<file path="config.mk">
export PLATFORM = sky130hd
export DESIGN_NAME = load_align
export DESIGN_NICKNAME = d
export VERILOG_FILES = /design/src/lsu_pkg.sv /design/src/load_align.sv
export VERILOG_INCLUDE_DIRS = /design/src /design/src/src
export SDC_FILE = /design/constraint.sdc
export NUM_CORES = 1
export LEC_CHECK = 0
export ABC_CLOCK_PERIOD_IN_PS = 2550
export BUFFER_PORTS_ARGS = -buffer_cell sky130_fd_sc_hd__clkbuf_2
export CORE_UTILIZATION = 45
export CTS_BUF_LIST = sky130_fd_sc_hd__clkbuf_2
export DETAILED_ROUTE_END_ITERATION = 6
export GPL_ROUTABILITY_DRIVEN = 0
export PLACE_DENSITY = 0.82
export SYNTH_ARGS = -nofsm -noshare
export SYNTH_HDL_FRONTEND = slang
export SYNTH_SLANG_ARGS = --single-unit
</file>
<file path="constraint.sdc">
create_clock -name clk -period 2.55 [get_ports clk]
set_clock_uncertainty 0.05 [all_clocks]
set_input_delay 0.1275 -clock clk [delete_from_list [all_inputs] [get_ports clk]]
set_output_delay 0.1275 -clock clk [all_outputs]
set_load 0.005 [all_outputs]
</file>
<file path="src/lsu_cfg.svh">
//~~~~~~~~~~~~~~~~~~~~~~~~~~~~~~~~~~~~~~~~~~~~~~~~~~~~~~~~~~~~~~~~~~~~~~~~~~
// lsu configuration: RAM window, depth, wait states and access width codes
//~~~~~~~~~~~~~~~~~~~~~~~~~~~~~~~~~~~~~~~~~~~~~~~~~~~~~~~~~~~~~~~~~~~~~~~~~~

`ifndef LSU_CFG_SVH
`define LSU_CFG_SVH

// first byte address of the data RAM
`define LSU_RAM_BASE 32'h8000_0000

// 512 doublewords, 4 KiB in total
`define LSU_RAM_WORDS 512

// bits needed to index one doubleword
`define LSU_INDEX_BITS 9

// extra cycles spent before the RAM cycle
`define LSU_WAIT_STATES 2

// access width codes, as in funct3[1:0] of loads and stores
`define LSU_WDT_8  2'd0
`define LSU_WDT_16 2'd1
`define LSU_WDT_32 2'd2
`define LSU_WDT_64 2'd3

`endif
</file>
<file path="src/lsu_pkg.sv">
//~~~~~~~~~~~~~~~~~~~~~~~~~~~~~~~~~~~~~~~~~~~~~~~~~~~~~~~~~~~~~~~~~~~~~~~~~~
// lsu types: data and address words, RAM indexing, fault codes, FSM states
//~~~~~~~~~~~~~~~~~~~~~~~~~~~~~~~~~~~~~~~~~~~~~~~~~~~~~~~~~~~~~~~~~~~~~~~~~~

`include "lsu_cfg.svh"

package lsu_pkg;

    // register width of the core
    typedef logic [63:0] xlen_t;

    // byte address as seen on the data side
    typedef logic [31:0] addr_t;

    // doubleword index into the RAM
    typedef logic [`LSU_INDEX_BITS-1:0] index_t;

    // byte offset inside a doubleword
    typedef logic [2:0] lane_t;

    // one enable per byte of a doubleword
    typedef logic [7:0] byte_en_t;

    // access width, one of the LSU_WDT codes
    typedef logic [1:0] width_t;

    typedef logic [1:0] fault_t;

    localparam fault_t fault_none       = 2'd0;
    localparam fault_t fault_misaligned = 2'd1;
    localparam fault_t fault_window     = 2'd2;

    // controller states
    typedef enum logic [1:0] {
        idle,
        wait_ram,
        access,
        finish
    } lsu_state_t;

endpackage

</file>
<file path="src/load_align.sv">
//~~~~~~~~~~~~~~~~~~~~~~~~~~~~~~~~~~~~~~~~~~~~~~~~~~~~~~~~~~~~~~~~~~~~~~~~~~
// load align: selects the addressed lane and extends it to 64 bits
//~~~~~~~~~~~~~~~~~~~~~~~~~~~~~~~~~~~~~~~~~~~~~~~~~~~~~~~~~~~~~~~~~~~~~~~~~~

`include "lsu_cfg.svh"

module load_align (
    input  logic            clk,
    input  logic            reset,
    input  logic            load_done,
    input  lsu_pkg::xlen_t  rword,
    input  lsu_pkg::lane_t  lane,
    input  lsu_pkg::width_t acc_width,
    input  logic            acc_unsigned,
    output lsu_pkg::xlen_t  rdata
);
    import lsu_pkg::*;

    xlen_t shifted;
    xlen_t aligned;
    xlen_t held;

    // addressed byte moved down to bit 0
    assign shifted = rword >> {lane, 3'b000};

    always_comb begin
        case (acc_width)
            `LSU_WDT_8: begin
                aligned = acc_unsigned ? {56'b0, shifted[7:0]}
                                       : {{56{shifted[7]}}, shifted[7:0]};
            end
            `LSU_WDT_16: begin
                aligned = acc_unsigned ? {48'b0, shifted[15:0]}
                                       : {{48{shifted[15]}}, shifted[15:0]};
            end
            `LSU_WDT_32: begin
                aligned = acc_unsigned ? {32'b0, shifted[31:0]}
                                       : {{32{shifted[31]}}, shifted[31:0]};
            end
            default: aligned = shifted;
        endcase
    end

    // last load result, kept across stores and faults
    always_ff @(posedge clk) begin
        if (reset) begin
            held <= '0;
        end else if (load_done) begin
            held <= aligned;
        end
    end

    // fresh word shows already in the finish cycle
    assign rdata = load_done ? aligned : held;

endmodule

</file>
Word level (Yosys, flattened, before mapping)
Cells that the tools add are included.
Widths: inputs -> output; s select.
{"block": "totals", "register_bits": 64, "inputBits": 73, "output_inout_bits": 64, "word_cells": 10}
{"block": "classes", "eq_ne": 2, "n_shift": 1, "n_mux": 5, "n_reduce_logical": 1}
{"op": "$mux 64", "count": 4}
{"op": "$pmux 64 s3", "count": 1}
{"op": "$shr 64x6->64", "count": 1}
{"op": "$eq 2x1->1 const B", "count": 1}
{"op": "$eq 2x2->1 const B", "count": 1}
{"op": "$logic_not 2->1", "count": 1}

Depth between registers and ports, before layout
Gate-level depths: netlist of run 1.
{"block": "logic_depth", "depth_word": 4, "mapped_depth": 9, "ltp_nobuf": 5}

Worst setup path before layout of run 1
OpenSTA, ideal clock, no wires.
{"block": "synth_timing", "path_kind": "input-to-output", "start": "input lane[1]", "end": "output rdata[62]", "arrival_time_ns": 2.042, "t_required_ns": 2.372, "setup_slack_ns": 0.331, "stages": 8, "path_buffers": 3, "path_cell_list": "buf_6 -> mux2_2 -> mux4_2 -> and3b_1 -> buf_6 -> a211oi_4 -> buf_6 -> a21oi_1"}
{"block": "synth_via", "elab_chain_cells": 4, "elab_cells_between_ends": 6, "cone_classes": "shift: 1; mux: 5"}
{"item": "start: declaration", "line": "load_align.sv:12", "text": "input lsu_pkg::lane_t lane,"}
{"item": "$shr 64x6->64 *", "line": "load_align.sv:24", "text": "assign shifted = rword >> {lane, 3'b000};"}
{"item": "$mux 64 (on tied branches)", "line": "load_align.sv:37, load_align.sv:33, load_align.sv:29"}
{"item": "$pmux 64 s3 *", "line": "load_align.sv:27", "text": "case (acc_width)"}
{"item": "$mux 64 *"}
{"item": "end: declaration", "line": "load_align.sv:15", "text": "output lsu_pkg::xlen_t rdata"}
Mark *: on every way between the ends. The rest lies on a longest branch, timed or not.

Final worst setup path of run 1
{"block": "layout_timing", "start": "input lane[1]", "end": "output rdata[44]"}
The elaborated chain is that of the path after synthesis.

==> impl_metrics.yaml, run 1 <==
power:
  power.switching_uw: 861
  powerDensity_mw_per_mm2: 455
  combPwrFrac: 0.343
  switching_share: 0.356
  seq_power_share: 0.451
  power.internal_mw: 1.56
  vdd_drop_max_mv: 0.262
  power.leakage_nw: 2.32
  clkPwrFrac: 0.205
yosys:
  ys_ff_latch: 64
  synth_edf_count: 0
  syn_inst: 545
  synthFlopType: "dfxtp_1"
  avgSynthCellArea_um2: 7.93
  yosysUniqueCellTypes: 33
  yosysWarnings: 0
  synthArstFlopShare: 0
  synth_area_mm2: 0.00432
  syn-num-nets: 618
  synth.yosys.seq_area_share: 0.296
final_layout:
  fin_nets: 747
  largest_registers: "held x64"
  final_util: 0.573
  final_cells: 807
  area_growth_pct: 23.0
  n_fill_cell: 891
  seqCellArea_mm2: 0.00128
  final_area_mm2: 0.00532
  multiInputGateArea_mm2: 0.00278
  diodes: 0
  drive_above_1_share: 0.295
  top_register: "held"
  largest_reg_flops: 64
detailed_routing:
  detail_route.iter0.violations: 469
  wirelength_um: 14300
  wl_per_cell_um: 17.7
  drc: 0
  dr.pass1.iters: 5
  via_per_inst: 5.94
  antenna_left: 0
  vias: 4790
run_status:
  status: "finished, final reports clean"
clocking:
  clkLatencyLatePin_ps: 530
  htree_levels: 3
  clock_path_buffers: 2
  clk_pin_slew_ps: 180
  ctsRootBufferMaster: "clkbuf_2"
  tritoncts: "done"
  cts_sinks: 64
  cts-buffers-inserted: 9
global_routing:
  antenna_found_initial: 0
  grt_pass1_vias: 4378
  grt_pass1_wl_um: 22400
  grt_use_total: 0.289
  grt_max_degree: 62
  gr-total-overflow: 0
min_path:
  hold_class: "in2reg"
setup_path:
  required_ps: 2370
  start_kind: "input port"
  crit_fanout: 34
  r2r_setup_slack_ps: 1600
  path_class: "in2out"
  worstPathArrival_ps: 2270
  critPathCaptureType: "output port"
placement:
  dpl.cell_count: 780
  placed_area_mm2: 0.00511
  dp_hpwl_um: 10600
  io_buffers: 136
sta:
  hold_viol_final: 0
  relSlewSlack: 0.488
  setup_tns_ps: 0
  fmax_ghz: 0.409
  worst_pin_slew_ps: 768
  slew_violations: 0
  setup_viol: 0
  rsz0062_at_grt: "false"
  finalCriticalPeriod_ps: 2450
  fin_crit_sh: 0.959
die:
  coreArea_mm2: 0.00928
  dieArea_mm2: 0.0100
  row_count: 35
  initial_core_util: 0.465
  chipWidth_um: 100
  num_io_pins: 137
  die_h_um: 100
run:
  max_cap_viol_count: 0
==> Yosys cell counts (8+ instances only) <==
cell type,count,area [µm²]
nor2_1,76,285
a31oi_1,15,93.8
nor2b_1,11,68.8
nand2_1,72,270
dfxtp_1,64,1280
clkbuf_1,27,101
buf_6,8,90.1
mux2i_1,44,440
nand2b_1,25,156
a21oi_1,39,195
buf_2,8,40.0
a211oi_1,48,360
nor3_1,13,65.1
mux4_2,8,180
o21ai_0,14,70.1
o211ai_1,8,60.1
nand3_1,9,45.0
mux2_2,20,225
==> cell type report <==
cell class,count,share of cell area
inverters,3,0.00212
flip-flops and latches,64,0.241
clock buffers,10,0.00941
multi-input cells,429,0.522
clock inverters,5,0.00471
well taps,129,0.0304
repair buffers,167,0.190
==> worst paths after layout <==
path | from | end | depth (start not counted)
worst max-delay path | lane[1] | rdata[44] | 8
worst min-delay path | rword[54] | held[46] | 5
worst max register to register | held[6] | held[6] | 3
worst min register to register | held[22] | held[22] | 2
==> stage by stage <==
stage | worst slack (ps) | hold slack, ps | power [mW]
floorplan | 331 | 245 | 1.61
global placement | 223 | 397 | 1.89
detailed placement | 152 | 406 | 1.91
CTS | 144 | 12.1 | 2.41
global route | 33.6 | 19.2 | 2.54
finish | 104 | 46.2 | 2.42
==> kinds of logic after synthesis <==
group                  after synthesis  share of synthesized area
AO/OA/AOI/OAI                      145                      0.227
buffers and inverters               52                     0.0614
flip-flops                          64                      0.296
multiplexers                        74                      0.202
AND/OR/NAND/NOR                    210                      0.213
==> layer usage <==
| metal | track usage | up-vias | part of all wire | routed length [µm] |
|---|---|---|---|---|
| met2 | 0.457 | 283 | 0.45 | 6470 |
| met4 | 0.0925 | 0 | 0.021 | 294 |
| met1 | 0.396 | 2257 | 0.43 | 6140 |
| met3 | 0.0564 | 30 | 0.096 | 1380 |
| met5 | 0 | - | 0 | 0 |
| li1 | - | 2220 | - | - |
==> placed cells by master (no fill, tap or decap), drive strengths merged <==
cell type	synthesis	final
o21a	1	1
a2bb2oi	2	2
clkinv	0	4
nor2	76	76
nor3	13	13
mux2	22	22
o211ai	8	8
inv	3	3
o41ai	1	1
nand2b	25	25
and3b	2	2
a21oi	39	39
and2	1	1
a32oi	1	1
or2	1	1
dlygate4sd3	0	12
dfxtp	64	64
a32o	7	7
clkinvlp	0	1
a31oi	15	15
mux4	8	8
mux2i	44	44
buf	22	19
nor2b	11	11
a211oi	49	49
o2bb2ai	5	5
o21ai	14	14
clkbuf	27	146
nand2	72	72
nand3	9	9
o22ai	3	3
==> worst max-delay path: stages <==
cell and delay (ps):
clkbuf_2 200, mux2_2 390, mux4_2 480, and3b_1 230, a211oi_4 360, buf_12 230, a21oi_1 110, clkbuf_2 130
==> power groups by stage <==
stage	registers (mW)	clock network, mW	logic [mW]
after floorplan	1.11	0	0.499
after global placement	1.11	0	0.780
after detailed placement	1.11	0	0.798
after CTS	1.09	0.499	0.818
after global routing	1.10	0.544	0.901
final	1.09	0.497	0.831
==> what timing repair did <==
item                                    4_1_cts  5_1_grt
endpoints found under the setup margin        0        2
hold buffers                                 12        0
endpoints found under the hold margin        12        0
resized for setup                             0        2
setup buffers                                 0        0
(Power assumes the default switching activity.)
==> run 2, diff against run 1 <==
- BUFFER_PORTS_ARGS: -buffer_cell sky130_fd_sc_hd__clkbuf_2 -> -buffer_cell sky130_fd_sc_hd__buf_2
==> run 2 against run 1 <==
  * Clock power is 70% higher
  * Combinational power is 0.6% lower
  * Core utilization is 0.67 points higher
  * Largest power group unchanged
==> impl_metrics.yaml, run 2 (synthesized netlist as in run 1, its figures left out) <==
detailed_routing:
  wl_met2_um: 6240
  via_per_inst: 5.93
  drc: 0
  detail_route.iter0.violations: 481
  antenna_left: 0
  dr.pass1.iters: 5
  wirelength_um: 14300
  wl_met3_um: 1470
  wl_per_cell_um: 17.8
  vias: 4772
  top_layer: "met4"
  m1WireLength_um: 6050
sta:
  fin_crit_sh: 0.970
  setup_ws_ps: 75.4
  setup_tns_ps: 0
  setup_viol: 0
  hold_viol_final: 0
  relSlewSlack: 0.523
  hold_slack_ps: 26.5
  rsz0062_at_grt: "false"
  slew_violations: 0
  finalCriticalPeriod_ps: 2470
  worst_pin_slew_ps: 715
  fmax_ghz: 0.404
clocking:
  htree_levels: 3
  clkLatencyLatePin_ps: 510
  clock_path_buffers: 2
  ctsRootBufferMaster: "clkbuf_2"
  clk_pin_slew_ps: 180
  cts_sinks: 64
  cts-buffers-inserted: 9
  tritoncts: "done"
  post-cts-setup-buffer-count: 0
setup_path:
  critPathCaptureType: "output port"
  path_delay_family: "multiplexers"
  start_kind: "input port"
  path_class: "in2out"
  worst-path-buf-inv: 3
  crit_slowest_cell: "mux4_2"
  path_common_cell: "buf_2"
  worstPathArrival_ps: 2300
  path_cells: "buf_2, mux2_2, mux4_2, and3b_1, a211oi_4, buf_12, a21oi_1, buf_2"
  required_ps: 2370
  crit_fanout: 30
  cp_slowest_stage_delay_ps: 470
global_routing:
  grt_pass1_wl_um: 22800
  grt_pass1_vias: 4510
  grt_use_total: 0.293
  gr-total-overflow: 0
  antenna_found_initial: 0
  grt_max_degree: 65
final_layout:
  fin_nets: 744
  largest_reg_flops: 64
  diodes: 0
  seqCellArea_mm2: 0.00128
  final_common_cell: "buf_2"
  final_util: 0.579
  drive_above_1_share: 0.297
  n_fill_cell: 865
  largest_registers: "held x64"
  multiInputGateArea_mm2: 0.00278
  area_growth_pct: 24.5
  top_register: "held"
  final_cell_mix: "buf_2, nor2_1, nand2_1, dfxtp_1, a211oi_1"
  final_area_mm2: 0.00538
  final_cells: 805
placement:
  dp_hpwl_um: 10400
  dpl.cell_count: 778
  placed_area_mm2: 0.00510
  pre_cts_ws_ps: 92.0
  io_buffers: 136
die:
  dieArea_mm2: 0.0100
  coreArea_mm2: 0.00928
  num_io_pins: 137
  row_count: 35
  initial_core_util: 0.465
  chipWidth_um: 100
  die_h_um: 100
run:
  max_cap_viol_count: 0
power:
  power.leakage_nw: 2.34
  vdd_drop_max_mv: 0.258
  total_power_mw: 2.76
  powerDensity_mw_per_mm2: 514
min_path:
  hold_class: "in2reg"
run_status:
  status: "finished, final reports clean"
run 2: cell types whose count changed in the layout (fill, tap and decap cells not counted), sizes merged:
cell	change
buf	+134
bufinv	+3
clkbuf	-137
clkinv	-2
dlygate4sd3	-1
inv	+1
run 2: timing repair:
action / CTS / global route
resized for setup: 0 / 2
hold endpoints to repair: 11 / 0
setup endpoints to repair: 0 / 35
hold buffers: 11 / 0
run 2: worst paths after layout:
check | start | to | slack (ps) | depth (start not counted)
setup / recovery | lane[1] | rdata[61] | 80 | 8
hold / removal | rword[49] | held[41] | 30 | 5
setup reg to reg | held[0] | held[0] | 1570 | 3
hold reg to reg | held[13] | held[13] | 480 | 2
run 2: final cells by class:
type | count | area share
multi-input combinational | 429 | 0.517
sequential | 64 | 0.238
timing repair buffer | 164 | 0.182
tap | 129 | 0.0300
clock inverter | 7 | 0.0221
clock buffer | 9 | 0.00837
inverter | 3 | 0.00209
run 2: metal layers:
layer | vias up | GRT usage
met2 | 301 | 0.449
li1 | 2226 | -
met4 | 0 | 0.128
met1 | 2184 | 0.402
met5 | - | 0
met3 | 61 | 0.0564
run 2: power breakdown:
| part | switching, mW | internal [mW] |
|---|---|---|
| clock | 0.422 | 0.424 |
| sequential | 0.0186 | 1.07 |
| combinational | 0.459 | 0.367 |
| total | 0.899 | 1.87 |
run 2: worst register-to-register path, stage by stage, from the launching register on:
cell,delay (ps)
dfxtp_1,340
nor2_1,40
a31oi_1,290
nor2b_1,200
==> run 3, diff against run 2 <==
- CORE_UTILIZATION: 45 -> 50
- PLACE_DENSITY: 0.82 -> 0.89
==> run 3 against run 2 <==
  * Global-route usage up 3.4 points
  * Register-to-register slack better by 80 ps
  * Clock power down 12%
  * Critical path depth up 1
  * Largest cell class unchanged
  * Sequential cell count unchanged
  * Total power down 3.7%
  * Critical endpoint is now rdata[27]
  * Final cell count down 2.1%
  * Sequential share of layout area up 0.18 points
==> impl_metrics.yaml, run 3 (synthesized netlist as in run 1, its figures left out) <==
sta:
  setup_tns_ps: 0
  finalCriticalPeriod_ps: 2480
  relSlewSlack: 0.563
  fin_crit_sh: 0.972
  rsz0062_at_grt: "false"
  slew_violations: 0
  setup_viol: 0
  setup_ws_ps: 72.5
  worst_pin_slew_ps: 651
  fmax_ghz: 0.404
  hold_viol_final: 0
detailed_routing:
  wirelength_um: 14500
  wl_per_cell_um: 18.4
  antenna_left: 0
  drc: 0
  detail_route.iter0.violations: 477
  dr.pass1.iters: 6
  vias: 4929
  via_per_inst: 6.26
setup_path:
  reg2reg_depth: 3
  crit_fanout: 12
  required_ps: 2370
  path_class: "in2out"
  critPathCaptureType: "output port"
  r2r_end: "held[2]"
  worstPathArrival_ps: 2300
  r2r_setup_slack_ps: 1650
  start_kind: "input port"
  r2r-start: "held[2]"
clocking:
  htree_levels: 3
  clk_pin_slew_ps: 190
  clkLatencyLatePin_ps: 520
  cts_sinks: 64
  cts.hold.buffers_added: 12
  cts_resized: 0
  post-cts-setup-buffer-count: 0
  ctsRootBufferMaster: "clkbuf_2"
  tritoncts: "done"
  cts-buffers-inserted: 9
  clock_path_buffers: 2
final_layout:
  largest_reg_flops: 64
  top_register: "held"
  final_util: 0.643
  seqCellArea_mm2: 0.00128
  diodes: 0
  area_growth_pct: 23.5
  fin_nets: 751
  n_fill_cell: 652
  final_common_cell: "buf_2"
  final_cells: 788
  largest_registers: "held x64"
  final_cell_mix: "buf_2, nor2_1, nand2_1, dfxtp_1, a211oi_1"
  multiInputGateArea_mm2: 0.00278
  drive_above_1_share: 0.300
global_routing:
  grt_pass1_vias: 4675
  grt_use_total: 0.327
  grt_pass1_wl_um: 22500
  gr-total-overflow: 0
  grt_max_degree: 65
  antenna_found_initial: 0
placement:
  pre_cts_ws_ps: 127
  dp_hpwl_um: 10500
  dpl.cell_count: 760
  io_buffers: 136
min_path:
  whs_endpoint: "held[40]"
  min_from: "rword[48]"
  hold_class: "in2reg"
  worstHoldPathCells: 5
power:
  vdd_drop_max_mv: 0.388
  power.leakage_nw: 2.34
  powerDensity_mw_per_mm2: 499
die:
  initial_core_util: 0.521
  row_count: 33
  chipWidth_um: 95.0
  die_h_um: 95.0
  dieArea_mm2: 0.00902
  num_io_pins: 137
  coreArea_mm2: 0.00830
run_status:
  status: "finished, final reports clean"
run:
  max_cap_viol_count: 0
run 3: per-stage QoR:
| stage | total power [mW] | hold slack (ps) | instance area [µm²] |
|---|---|---|---|
| 2_1_floorplan | 1.61 | 245 | 4320 |
| 6_report | 2.66 | 46.3 | 5340 |
| 5_1_grt | 2.78 | 49.2 | 5340 |
| 3_5_place_dp | 1.90 | 398 | 5080 |
| 4_1_cts | 2.64 | 20.7 | 5340 |
| 3_3_place_gp | 1.88 | 396 | 5080 |
run 3: layout make-up:
| type | instances | area share |
|---|---|---|
| clock buffer | 9 | 0.00844 |
| clock inverter | 7 | 0.0180 |
| inverter | 3 | 0.00211 |
| multi-input combinational | 429 | 0.520 |
| sequential | 64 | 0.240 |
| tap | 105 | 0.0246 |
| timing repair buffer | 171 | 0.187 |
run 3: critical path: stages:
cell and delay [ps]:
buf_2 190, mux2_1 380, mux4_2 510, and3b_1 230
buf_4 190, nor2_1 200, buf_4 190, a21oi_1 120
buf_2 160
run 3: per-layer routing:
layer	up-vias	GRT usage	routed length [µm]
met1	2249	0.410	5550
met3	88	0.0709	1500
met4	0	0.184	815
li1	2233	-	-
met5	-	0	0
met2	359	0.517	6620
run 3: worst max path at each step:
stage,slack (ps),cells after the start,startpoint,endpoint
after floorplan,330,8,lane[1],rdata[62]
after global placement,200,8,lane[1],rdata[51]
after detailed placement,130,8,lane[1],rdata[39]
after CTS,120,8,lane[1],rdata[39]
after global routing,20,8,lane[1],rdata[39]
final,70,9,lane[1],rdata[27]
run 3: power by group:
| part | switching (mW) | internal [mW] | total, mW |
|---|---|---|---|
| clock network | 0.419 | 0.323 | 0.742 |
| logic | 0.463 | 0.364 | 0.827 |
| registers | 0.0199 | 1.07 | 1.09 |
