--- src/lsu_cfg.svh ---
//~~~~~~~~~~~~~~~~~~~~~~~~~~~~~~~~~~~~~~~~~~~~~~~~~~~~~~~~~~~~~~~~~~~~~~~~~~
// lsu configuration: RAM window, depth, wait states and access width codes
//~~~~~~~~~~~~~~~~~~~~~~~~~~~~~~~~~~~~~~~~~~~~~~~~~~~~~~~~~~~~~~~~~~~~~~~~~~

`ifndef LSU_CFG_SVH
`define LSU_CFG_SVH

// first byte address of the data RAM
`define LSU_RAM_BASE 32'h8000_0000

// 512 doublewords, 4 KiB in total
`define LSU_RAM_WORDS 512

// bits needed to index one doubleword
`define LSU_INDEX_BITS 9

// extra cycles spent before the RAM cycle
`define LSU_WAIT_STATES 2

// access width codes, as in funct3[1:0] of loads and stores
`define LSU_WDT_8  2'd0
`define LSU_WDT_16 2'd1
`define LSU_WDT_32 2'd2
`define LSU_WDT_64 2'd3

`endif
--- src/lsu_pkg.sv ---
//~~~~~~~~~~~~~~~~~~~~~~~~~~~~~~~~~~~~~~~~~~~~~~~~~~~~~~~~~~~~~~~~~~~~~~~~~~
// lsu types: data and address words, RAM indexing, fault codes, FSM states
//~~~~~~~~~~~~~~~~~~~~~~~~~~~~~~~~~~~~~~~~~~~~~~~~~~~~~~~~~~~~~~~~~~~~~~~~~~

`include "lsu_cfg.svh"

package lsu_pkg;

    // register width of the core
    typedef logic [63:0] xlen_t;

    // byte address as seen on the data side
    typedef logic [31:0] addr_t;

    // doubleword index into the RAM
    typedef logic [`LSU_INDEX_BITS-1:0] index_t;

    // byte offset inside a doubleword
    typedef logic [2:0] lane_t;

    // one enable per byte of a doubleword
    typedef logic [7:0] byte_en_t;

    // access width, one of the LSU_WDT codes
    typedef logic [1:0] width_t;

    typedef logic [1:0] fault_t;

    localparam fault_t fault_none       = 2'd0;
    localparam fault_t fault_misaligned = 2'd1;
    localparam fault_t fault_window     = 2'd2;

    // controller states
    typedef enum logic [1:0] {
        idle,
        wait_ram,
        access,
        finish
    } lsu_state_t;

endpackage

--- src/lsu_ctrl.sv ---
//~~~~~~~~~~~~~~~~~~~~~~~~~~~~~~~~~~~~~~~~~~~~~~~~~~~~~~~~~~~~~~~~~~~~~~~~~~
// lsu controller: captures and checks a request, then runs the RAM access
//~~~~~~~~~~~~~~~~~~~~~~~~~~~~~~~~~~~~~~~~~~~~~~~~~~~~~~~~~~~~~~~~~~~~~~~~~~

`include "lsu_cfg.svh"

module lsu_ctrl (
    input  logic            clk,
    input  logic            reset,
    input  logic            req,
    input  logic            we,
    input  lsu_pkg::width_t width,
    input  logic            is_unsigned,
    input  lsu_pkg::addr_t  addr,
    input  logic            expired,
    output logic            start,
    output logic            load,
    output logic            ram_en,
    output logic            ram_we,
    output lsu_pkg::index_t index,
    output lsu_pkg::lane_t  lane,
    output lsu_pkg::width_t acc_width,
    output logic            acc_unsigned,
    output logic            busy,
    output logic            done,
    output logic            load_done,
    output logic            fault,
    output lsu_pkg::fault_t fault_code
);
    import lsu_pkg::*;

    localparam addr_t ram_bytes = addr_t'(`LSU_RAM_WORDS * 8);

    lsu_state_t state;
    logic       we_q;
    addr_t      addr_q;
    // high in the cycle right after acceptance
    logic       first;
    addr_t      offset;
    logic       misaligned;
    fault_t     check_code;

    // req only counts while idle
    assign start = req && (state == idle);
    assign busy  = state != idle;

    // below the base wraps to a large offset, so one compare covers both ends
    assign offset = addr_q - `LSU_RAM_BASE;

    always_comb begin
        case (acc_width)
            `LSU_WDT_16: misaligned = addr_q[0];
            `LSU_WDT_32: misaligned = |addr_q[1:0];
            `LSU_WDT_64: misaligned = |addr_q[2:0];
            default:     misaligned = 1'b0;
        endcase
    end

    // misalignment wins over the window check
    assign check_code = misaligned ? fault_misaligned :
                        (offset >= ram_bytes) ? fault_window : fault_none;

    assign fault      = first && (check_code != fault_none);
    assign fault_code = first ? check_code : fault_none;
    assign load       = first && !fault;

    assign ram_en    = state == access;
    assign ram_we    = ram_en && we_q;
    assign done      = state == finish;
    assign load_done = done && !we_q;

    assign index = offset[`LSU_INDEX_BITS+2:3];
    assign lane  = addr_q[2:0];

    always_ff @(posedge clk) begin
        if (reset) begin
            state <= idle;
            first <= 1'b0;
            we_q  <= 1'b0;
        end else begin
            first <= start;
            if (start) begin
                we_q <= we;
            end
            case (state)
                idle: begin
                    if (start) begin
                        state <= wait_ram;
                    end
                end
                wait_ram: begin
                    // expired is stale from the last access until the timer reloads
                    if (fault) begin
                        state <= idle;
                    end else if (!first && expired) begin
                        state <= access;
                    end
                end
                access:  state <= finish;
                finish:  state <= idle;
                default: state <= idle;
            endcase
        end
    end

    always_ff @(posedge clk) begin
        if (start) begin
            addr_q       <= addr;
            acc_width    <= width;
            acc_unsigned <= is_unsigned;
        end
    end

endmodule

--- config.mk ---
export PLATFORM = sky130hd
export DESIGN_NAME = lsu_ctrl
export DESIGN_NICKNAME = d
export VERILOG_FILES = /design/src/lsu_pkg.sv /design/src/lsu_ctrl.sv
export VERILOG_INCLUDE_DIRS = /design/src /design/src/src
export SDC_FILE = /design/constraint.sdc
export NUM_CORES = 1
export LEC_CHECK = 0
export BUFFER_PORTS_ARGS = -buffer_cell sky130_fd_sc_hd__buf_2
export CORE_ASPECT_RATIO = 1.4
export CORE_MARGIN = 5
export CORE_UTILIZATION = 40
export CTS_CLUSTER_SIZE = 20
export DETAILED_ROUTE_END_ITERATION = 10
export PLACE_DENSITY = 0.7
export SLEW_MARGIN = 20
export SYNTH_ARGS = -nofsm -noshare
export SYNTH_HDL_FRONTEND = slang
export SYNTH_SLANG_ARGS = --single-unit
--- constraint.sdc ---
create_clock -name clk -period 1.95 [get_ports clk]
set_input_delay 0.195 -clock clk [delete_from_list [all_inputs] [get_ports clk]]
set_output_delay 0.195 -clock clk [all_outputs]
set_load 0.1 [all_outputs]
[Word-level counts from Yosys, hierarchy flattened]
Cells that the tools add are included.
Word-level totals
  bits in registers: 39
  bits in latches: 0
  memory bits (writable): 0
  ROM bits: 0
  input port bits: 40
  logic and storage cells: 39
  memories kept: 0
Operators by class
  add/subtract/negate cells: 1
  $mul: 0
  div/mod/pow operators: 0
  $lt $le $gt $ge: 1
  eq/ne operators: 8
  shift-type cells: 0
  multiplexer cells: 8
  bitwise operators: 0
  reduce and logical (&&, ||, !) cells: 15
Operator list (number)
  32-bit by 13-bit >= comparator with 1-bit output, second input constant: 1
  32-bit subtractor, second input constant: 1
  2-bit two-way mux: 6
  2-bit == test, second input constant: 4
  2-bit case mux with 4 select lines: 1
  1-bit logical AND: 6
  2-bit by 1-bit == test with 1-bit output, second input constant: 2
  2-bit nonzero test: 2
  1-bit zero test: 3
  3-bit inequality test, second input constant: 1
  1-bit case mux with 3 select lines: 1
  3-bit OR reduction: 1
  2-bit zero test: 1
  2-bit inequality test, second input constant: 1
  2-bit AND reduction: 1
  2-bit OR reduction: 1

[Longest topological paths before layout]
Gate-level depths: netlist (run 1).
  word-level depth: 8
  depth in mapped cells: 4
  depth with buffers taken out: 4

[Least setup slack after synthesis (run 1)]
OpenSTA, ideal clock, no wires.
  path kind: flip-flop to output port
  start: reg acc_width[1]
  end: out fault
  arrival time: 3.458 ns
  required time: 1.755 ns
  path slack: -1.703 ns
  cell stages (with the launch flop): 4
  path buffers: 0
  path through: edfxtp_1 > a21o_1 > a21oi_1 > a21boi_0
Between the ends
  word-level cells in the longest chain between the ends: 5
  elaborated cells on any way between the ends: 7
  those cells by class: eq/ne (3); mux (2); reduce/logical (2)
RTL lines
  start: declaration: RTL line lsu_ctrl.sv:22  | output lsu_pkg::width_t acc_width,
  start signal: assignment: RTL line lsu_ctrl.sv:109  | acc_width <= width;
  2-bit == test or 2-bit by 1-bit == test with 1-bit output (tied branches): RTL line lsu_ctrl.sv:51  | case (acc_width)
  1-bit case mux with 3 select lines *: RTL line lsu_ctrl.sv:51
  2-bit two-way mux *: RTL line lsu_ctrl.sv:60  | assign check_code = misaligned ? fault_misaligned :
  2-bit nonzero test *: RTL line lsu_ctrl.sv:63  | assign fault = first && (check_code != fault_none);
  1-bit logical AND *: RTL line lsu_ctrl.sv:63
  end: declaration: RTL line lsu_ctrl.sv:27  | output logic fault,
Every way passes the cells marked *; elsewhere a longest branch is shown, timed or not.

[Worst setup path after layout (run 1)]
  start: reg acc_width[1]
  end: out load
Between the ends
  word-level cells in the longest chain between the ends: 7
  elaborated cells on any way between the ends: 9
  those cells by class: eq/ne (3); mux (2); reduce/logical (4)
RTL lines
  2-bit == test or 2-bit by 1-bit == test with 1-bit output (tied branches): RTL line lsu_ctrl.sv:51
  1-bit case mux with 3 select lines *: RTL line lsu_ctrl.sv:51
  2-bit two-way mux *: RTL line lsu_ctrl.sv:60
  2-bit nonzero test *: RTL line lsu_ctrl.sv:63
  1-bit logical AND *: RTL line lsu_ctrl.sv:63
  1-bit zero test *: RTL line lsu_ctrl.sv:65  | assign load = first && !fault;
  1-bit logical AND *: RTL line lsu_ctrl.sv:65
  end: declaration: RTL line lsu_ctrl.sv:17  | output logic load,
Marks and branches as above.

==> metrics, run 1 <==
outcome finished clean; first-pass GRT wire length 4.146 mm; peak supply drop 0.9777 mV; Worst-Skew Late Latency 290 ps; cell taking the most area after synthesis edfxtp_1; WL/cell 15.01 um; WP data arrival 1640 ps; Primary FF master, synth edfxtp_1; Final Hold Viols 0; Post CTS Setup Buffer Count 0; min cycle time layout 1836 ps; switching power total 612.4 uW; crit end category output port; max-cap violation count 0; CTS Sinks 39; Netlist Area Pre-Place 1451 um^2; flop-to-flop setup slack 570 ps; startpoint types flip-flop; critical path's largest stage delay 400 ps; IO Pins 65; PD cells 1044 nW/um^2; DR pass1 iterations 4; Int Power 1453 uW; Synth area leaders edfxtp_1, buf_4, dfxtp_1, nor4_2, nor2_1; Post-synth EDFFs 35; DP Worst Slack 250.4 ps; H-tree Lvls 2; post-synthesis net count 126; total number of vias 878; sw frac 0.2965; Die Span X 60.91 um; cell with the most instances after synthesis edfxtp_1; Initial Util 0.4056; post-DP HPWL 2.239 mm; RSZ-0062 raised after global routing false; top-area cell type share of the netlist area 0.7241; Gate power share 0.191; Total Routing Usage GR 0.1218; Leakage 0.0008136 uW; Final GP Congestion 0.6471; Seq/Total Area, Yosys 0.7793; chip height 81.28 um; slew margin rel. 0.6759; largest net degree at the start of global routing 23; CTS tree built; Mapped Cells 86; Crit Path Class flip-flop to output port; sequential fraction of design power 0.490; Yosys reg bits 39; Slowest cell on crit path edfxtp_1; Max Slew Vio Count 0; crit-path cells a21o_1 -> a21oi_4 -> nand2_2 -> nor3_4 -> buf_12; Tightest Pin Transition 489.5 ps; vias per inst 4.621; antenna-violating nets left 0; area of the die 4950 um^2; critical path fanouts, max 4; synth warn 0; Clock Power Share 0.319; Area Overhead vs Synth 36.38%; layout cells sized above 1 0.6216; Port Buffers 64; final critical-path share of the clock period 0.9417; final wirelength 2.852 mm; CP required 1750 ps; FP Rows 26; Worst-path clk slew 80 ps; Clock Skew 3.670 ps; CTS Buffer Depth 2; Post-Syn Area per Cell 16.88 um^2; Root Buffer clkbuf_8; initial antenna violation count 0; asr flop ratio synth 0; Pwr Total 2066 uW; worst hold path class primary input to flip-flop; DRC 0; vias in the first global route 921; area of the core 3578 um^2; final net count 187; Fmax achieved 0.5445 GHz; grt ovf 0; Synth top cells by count edfxtp_1, buf_4, nor2_1, dfxtp_1, nor2b_1; number of DRC markers in iteration 0 17; Inserted Diodes 0; Final WS setup 113.6 ps; Yosys cell types 24; cts bufs inserted 5; Finish-stage setup viols 0
layout by cell type, fill, tap and decap left out, types with 2 or more instances in the layout:
cell / n
buf_4: 2
buf_12: 2
dfxtp_2: 2
nor2_1: 6
dfxtp_1: 2
nor2_4: 3
nor4_2: 4
nor2b_4: 2
clkbuf_8: 5
buf_2: 60
buf_6: 2
edfxtp_1: 35
logic make-up after synthesis:
| family | after synthesis | synth area share |
|---|---|---|
| DFF | 39 | 0.7793 |
| and+or+nand+nor | 26 | 0.1129 |
| buffers and inverters | 13 | 0.06466 |
| AOI/OAI and AO/OA | 7 | 0.03621 |
| muxes | 1 | 0.006897 |
worst max-delay path, delay by kind of cell, from the launching register on:
| kind | cells | cell delay (ps) |
|---|---|---|
| AOI/OAI and AO/OA | 2 | 410 |
| DFF | 1 | 400 |
| buffers and inverters | 1 | 200 |
| and+or+nand+nor | 2 | 330 |
state kept, by name, summed over array words and instances (netlist names), named ones only:
name          cells
first             1
acc_width         2
acc_unsigned      1
addr_q           32
we_q              1
state             1
power groups by stage:
stage	Clock [uW]	Sequential, uW	Combinational (uW)
2_1_floorplan	0	1060	290
3_3_place_gp	0	1030	388
3_5_place_dp	0	1030	395
4_1_cts	680	1010	397
5_1_grt	707	1020	412
6_report	658	1010	395
worst paths after layout:
kind | from | to | cells past startpoint
worst min-delay path | addr[18] | addr_q[18] | 1
worst max-delay path | acc_width[1] | load | 5
worst max register to register | state[0] | we_q | 5
worst min register to register | we_q | we_q | 2
metrics by stage:
step	hold WS [ps]	utilization	TNS [ps]	std cells	cell area, um^2
6_report	77.36	0.5531	0	190	1979
5_1_grt	60.98	0.5531	0	190	1979
4_1_cts	65.08	0.5493	0	190	1966
3_5_place_dp	373.1	0.5140	0	182	1839
3_3_place_gp	371.4	0.5140	0	182	1839
2_1_floorplan	260.0	-	-8795	86	1511
cell type report:
cell class                 instances  area, um^2
fill                             320        1599
sequential                        39        1134
timing repair buffer              66       377.9
multi-input combinational         34       300.3
clock buffer                       5       68.82
tap                               42       52.55
clock inverter                     3       42.54
inverter                           1       3.754
routing by layer:
| layer | vias up | share of wire | track usage |
|---|---|---|---|
| met3 | 4 | 0.078 | 0.04293 |
| met4 | 0 | 0.021 | 0.06508 |
| met2 | 34 | 0.60 | 0.2377 |
| met5 | - | 0 | 0 |
| li1 | 426 | - | - |
| met1 | 414 | 0.30 | 0.09877 |
what timing repair did:
item / 4_1_cts / 5_1_grt
setup endpoints to repair: 2 / 2
endpoints found under the hold margin: 0 / 0
hold buffers: 0 / 0
pin swaps: 0 / 3
resized for setup: 4 / 3
(Power assumes the default switching activity.)
==> run 2: changes to the inputs <==
RECOVER_POWER = 100   (was default)
==> run 2 against run 1 <==
Compared with the run above:
- total power is 0.36% lower
- critical path depth decreased by 1
- via count did not move
- sequential share of layout area up 0.93 points
- die area unchanged
- global-route usage is the same
- setup slack lost 4.4 ps
- final area down 1.7%
- clock skew shrank 0.55 ps
- sequential power about the same
- critical path type unchanged
==> metrics, run 2 (synthesized netlist as in run 1, its figures left out) <==
Inserted Diodes 0; Worst-Skew Late Latency 290 ps; Post-CTS Hold Fix Bufs 0; slew margin rel. 0.2207; DRC 0; chip height 81.28 um; H-tree Lvls 2; vias per inst 4.621; Reg with most FFs addr_q; Final Hold Viols 0; CTS tree built; Max Slew Vio Count 0; Fin Setup TNS 0 ps; Largest register FFs 32; outcome finished clean; RSZ-0062 raised after global routing false; area of the core 3578 um^2; CTS Buffer Depth 2; Post CTS Setup Buffer Count 0; peak supply drop 0.9768 mV; crit end category output port; post-placement cell count 182; CP required 1750 ps; final critical-path share of the clock period 0.9440; Total Routing Usage GR 0.1218; layout cells sized above 1 0.5270; # fillers 329; worst hold path class primary input to flip-flop; Port Buffers 64; most frequent cells in the layout buf_2, edfxtp_1, clkbuf_1, clkbuf_2, nor2_1; DP Worst Slack 250.4 ps; area of the die 4950 um^2; IO Pins 65; initial antenna violation count 0; area of the multi-input gates 287.8 um^2; FP Rows 26; startpoint types flip-flop; Leakage 0.0007748 uW; Fmax achieved 0.5432 GHz; min cycle time layout 1841 ps; Final WS setup 109.2 ps; Regs by FF count addr_q (32), acc_width (2); critical path fanouts, max 16; WP data arrival 1650 ps; cts bufs inserted 5; DR pass1 iterations 4; Cell Count, Final, Fillers Out 190; Final GP Congestion 0.6471; number of DRC markers in iteration 0 17; FF/Latch Area 1132 um^2; Area Overhead vs Synth 34.05%; Die Span X 60.91 um; CTS Sinks 39; Clock Skew 3.120 ps; final net count 187; post-DP HPWL 2.239 mm; WL/cell 15.06 um; grt ovf 0; largest net degree at the start of global routing 23; total number of vias 878; Root Buffer clkbuf_8; Tightest Pin Transition 1174 ps; Initial Util 0.4056; PD cells 1058 nW/um^2; most common cell after layout, fill and taps aside buf_2; final wirelength 2.861 mm; max-cap violation count 0; Finish-stage setup viols 0; vias in the first global route 921; antenna-violating nets left 0; Worst-path clk slew 80 ps; Crit Path Class flip-flop to output port; first-pass GRT wire length 4.146 mm
-- run 2: cell types whose count changed in the layout (fill, tap and decap cells not counted) --
cell | previous run | this run
buf_2 | 60 | 38
buf_4 | 2 | 0
clkbuf_1 | 0 | 12
clkbuf_2 | 0 | 12
dfxtp_1 | 2 | 3
dfxtp_2 | 2 | 1
nor2_1 | 6 | 7
nor2_2 | 0 | 1
nor2_4 | 3 | 1
-- run 2: critical path: stages (launching register included) --
cell      delay (ps)
dfxtp_1          340
or2_4            270
nor2_4           110
clkbuf_2         400
buf_12           240
-- run 2: metal layers --
| metal | vias to the layer above | wire length [um] | GRT usage |
|---|---|---|---|
| met5 | - | 0 | 0 |
| met4 | 0 | 60 | 0.06508 |
| met3 | 4 | 224 | 0.04293 |
| met2 | 34 | 1713 | 0.2377 |
| met1 | 413 | 863 | 0.09877 |
| li1 | 427 | - | - |
-- run 2: metrics by stage --
stage / hold slack [ps] / total power [uW] / util / area (um^2)
final: 77.91 / 2058 / 0.5437 / 1946
after global placement: 371.4 / 1414 / 0.5140 / 1839
after CTS: 65.08 / 2089 / 0.5493 / 1966
after floorplan: 260.0 / 1348 / - / 1511
after detailed placement: 373.1 / 1427 / 0.5140 / 1839
after global routing: 60.98 / 2130 / 0.5437 / 1946
-- run 2: cell type report --
class                   instances  area share
multi-input cells              34      0.1479
inverters                       1    0.001929
flip-flops and latches         39      0.5820
clock inverters                 3     0.02186
repair buffers                 66      0.1839
clock buffers                   5     0.03537
well taps                      42     0.02701
-- run 2: report_power, final --
group	internal [uW]	switching, uW	leakage, uW
Sequential	984	29.4	0.000368
Clock	381	277	0.0000562
Combinational	80.4	307	0.000351
-- run 2: repair_timing --
action | in CTS | in global routing
pin swaps | 0 | 3
endpoints found under the hold margin | 0 | 0
setup endpoints to repair | 2 | 2
resized for setup | 4 | 3
cloned | 0 | 0
-- run 2: path summary, 6_finish.rpt --
path,end,startpoint,slack (ps),cells after the start
worst max-delay path,start,flip-flop,110,4
worst min-delay path,addr_q[18],addr[18],80,1
worst max register to register,we_q,flip-flop,370,5
worst min register to register,we_q,we_q,570,2
==> run 3: changes to the inputs <==
ABC_AREA = 1   (was default)
PLACE_DENSITY = 0.69   (was 0.7)
==> run 3 against run 2 <==
Compared with the run above:
- global-route usage shrank 0.32 points
- flip-flop and latch count is the same
- critical path depth is the same
- clock power shrank 3%
- count of clock-buffer cells in the layout is the same
- non-clock buffer count shrank 1
- largest cell class unchanged
==> metrics, run 3 <==
outcome finished clean; Clock Power Share 0.314; final net count 208; peak supply drop 0.8940 mV; largest net degree at the start of global routing 36; number of DRC markers in iteration 0 20; Worst-Skew Late Latency 280 ps; # fillers 343; Initial Util 0.4128; initial antenna violation count 0; PD cells 1063 nW/um^2; Netlist Area Pre-Place 1504 um^2; Yosys cell types 20; vias per inst 4.474; CP required 1860 ps; Placed Area 1837 um^2; Post-synth EDFFs 35; fraction of synthesized area in multiplexers 0; Leakage 0.0007790 uW; first-pass GRT wire length 4.305 mm; area of the core 3643 um^2; Primary FF master, synth edfxtp_1; max-cap violation count 0; post-DP HPWL 2.189 mm; WL/cell 12.69 um; layout cells sized above 1 0.4675; synth warn 0; Reg with most FFs addr_q; post-synthesis compound-gate area fraction 0.02246; R2R depth 4; Yosys reg bits 39; asr flop ratio synth 0; switching power total 609.5 uW; post-synthesis net count 148; Finish-stage setup viols 0; CTS tree built; critical path fanouts, max 35; RSZ-0062 raised after global routing false; FP Rows 26; Worst-path clk slew 70 ps; top-area cell type share of the netlist area 0.6988; worst hold path class primary input to flip-flop; Root Buffer clkbuf_8; startpoint types flip-flop; R2R Path End addr_q[1]; Final Cell Area 1922 um^2; cts bufs inserted 5; crit end category flip-flop; Cell Count, Final, Fillers Out 211; Largest register FFs 32; Final Hold Viols 0; Seq/Total Area, Yosys 0.7521; Core Util, Final 0.5275; CTS Buffer Depth 2; Tightest Pin Transition 1176 ps; Gate power share 0.192; most frequent cells in the layout buf_2, edfxtp_1, nor2_1; crit-path cells inv_1 -> nand3_1 -> clkinvlp_4 -> clkbuf_2; Pwr Total 2042 uW; Clock Skew 4.193 ps; IO Pins 65; sequential fraction of design power 0.495; Hold Path Cell Cnt 1; area of the die 5103 um^2; cell with the most instances after synthesis edfxtp_1; Post-Syn Area per Cell 13.93 um^2; Post-Synth Adder-Cell Area 0; sw frac 0.2985; DRC 0; cell taking the most area after synthesis edfxtp_1; final critical-path share of the clock period 0.9397; end point of the worst hold path addr_q[13]; Die Span X 61.82 um; Mapped Cells 108; Area Overhead vs Synth 27.79%; H-tree Lvls 2; largest family of logic cells by synthesized area simple AND/OR/NAND/NOR gates; chip height 82.55 um; total number of vias 944; DR pass1 iterations 4; Synth Area in XOR/XNOR 0; critical path's largest stage delay 610 ps; slew margin rel. 0.2194; Inserted Diodes 0; Synth top cells by count edfxtp_1, nor2_1, buf_4, nand2_1, inv_1; Slowest cell on crit path clkbuf_2; flop-to-flop setup slack 120 ps; Max Slew Vio Count 0; post-placement cell count 203; final hold slack 81.52 ps; CTS Sinks 39; Port Buffers 64; Final GP Congestion 0.6405; Fmax achieved 0.5457 GHz; most common cell after layout, fill and taps aside buf_2; Regs by FF count addr_q (32), acc_width (2); HP Start addr[13]; vias in the first global route 991; WP data arrival 1750 ps; Total Routing Usage GR 0.1185; antenna-violating nets left 0; min cycle time layout 1832 ps; grt ovf 0; Synth area leaders edfxtp_1, buf_4, dfxtp_1, nor2_1, nand2_1; Synth Area in Simple Gates 0.1381; Crit Path Class flip-flop to flip-flop; final wirelength 2.678 mm; Int Power 1433 uW
==> run 3: changes by cell type after synthesis, sizes merged, moves of 4 or more <==
cell,change
nor2,+12
inv,+10
nand2,+10
nand3,+4
nor2b,-4
nor4,-4
==> run 3: repair_timing <==
action	CTS	global route
gates resized for setup	0	1
endpoints found under the hold margin	0	0
setup endpoints to repair	0	1
setup buffers	0	0
hold buffers	0	0
==> run 3: per-stage QoR <==
step           setup WS, ps  setup TNS [ps]
2_1_floorplan        -57.07          -108.1
3_3_place_gp          425.6               0
3_5_place_dp          399.8               0
4_1_cts               74.83               0
5_1_grt               17.65               0
6_report              117.6               0
==> run 3: layout make-up <==
cell class | instances | area (um^2) | area share
Sequential cell | 39 | 1132 | 0.5892
Timing Repair Buffer | 65 | 315.3 | 0.1641
Multi-Input combinational cell | 46 | 256.5 | 0.1335
Clock buffer | 5 | 68.82 | 0.03581
Inverter | 11 | 52.55 | 0.02734
Tap cell | 42 | 52.55 | 0.02734
Clock inverter | 3 | 43.79 | 0.02279
==> run 3: power by group through the flow <==
stage | clock (uW) | combinational, uW | sequential, uW
final | 641 | 391 | 1010
after global placement | 0 | 399 | 1030
after CTS | 666 | 404 | 1010
after floorplan | 0 | 309 | 1060
after detailed placement | 0 | 404 | 1030
after global routing | 710 | 411 | 1020
==> run 3: cell families after synthesis <==
group           Yosys count
compound gates            5
buf+inv                  23
flops                    39
simple gates             41
==> run 3: per-layer routing <==
layer	global-route usage	vias up	share of wire	wire, um
li1	-	471	-	-
met1	0.1166	422	0.32	862
met2	0.2034	45	0.56	1492
met3	0.05754	6	0.10	278
met4	0.05520	0	0.017	45
met5	0	-	0	0
==> run 3: worst max-delay path by stage <==
| stage | end | slack [ps] |
|---|---|---|
| after floorplan | fault | -60 |
| final | addr_q[1] | 120 |
| after global placement | load | 430 |
| after global routing | ram_we | 20 |
| after detailed placement | load | 400 |
| after CTS | load | 70 |
==> run 3: worst max-delay path, delay by kind of cell (launching register included) <==
kind          cells  cell delay, ps
buf+inv           3             880
simple gates      1             210
flops             1             360
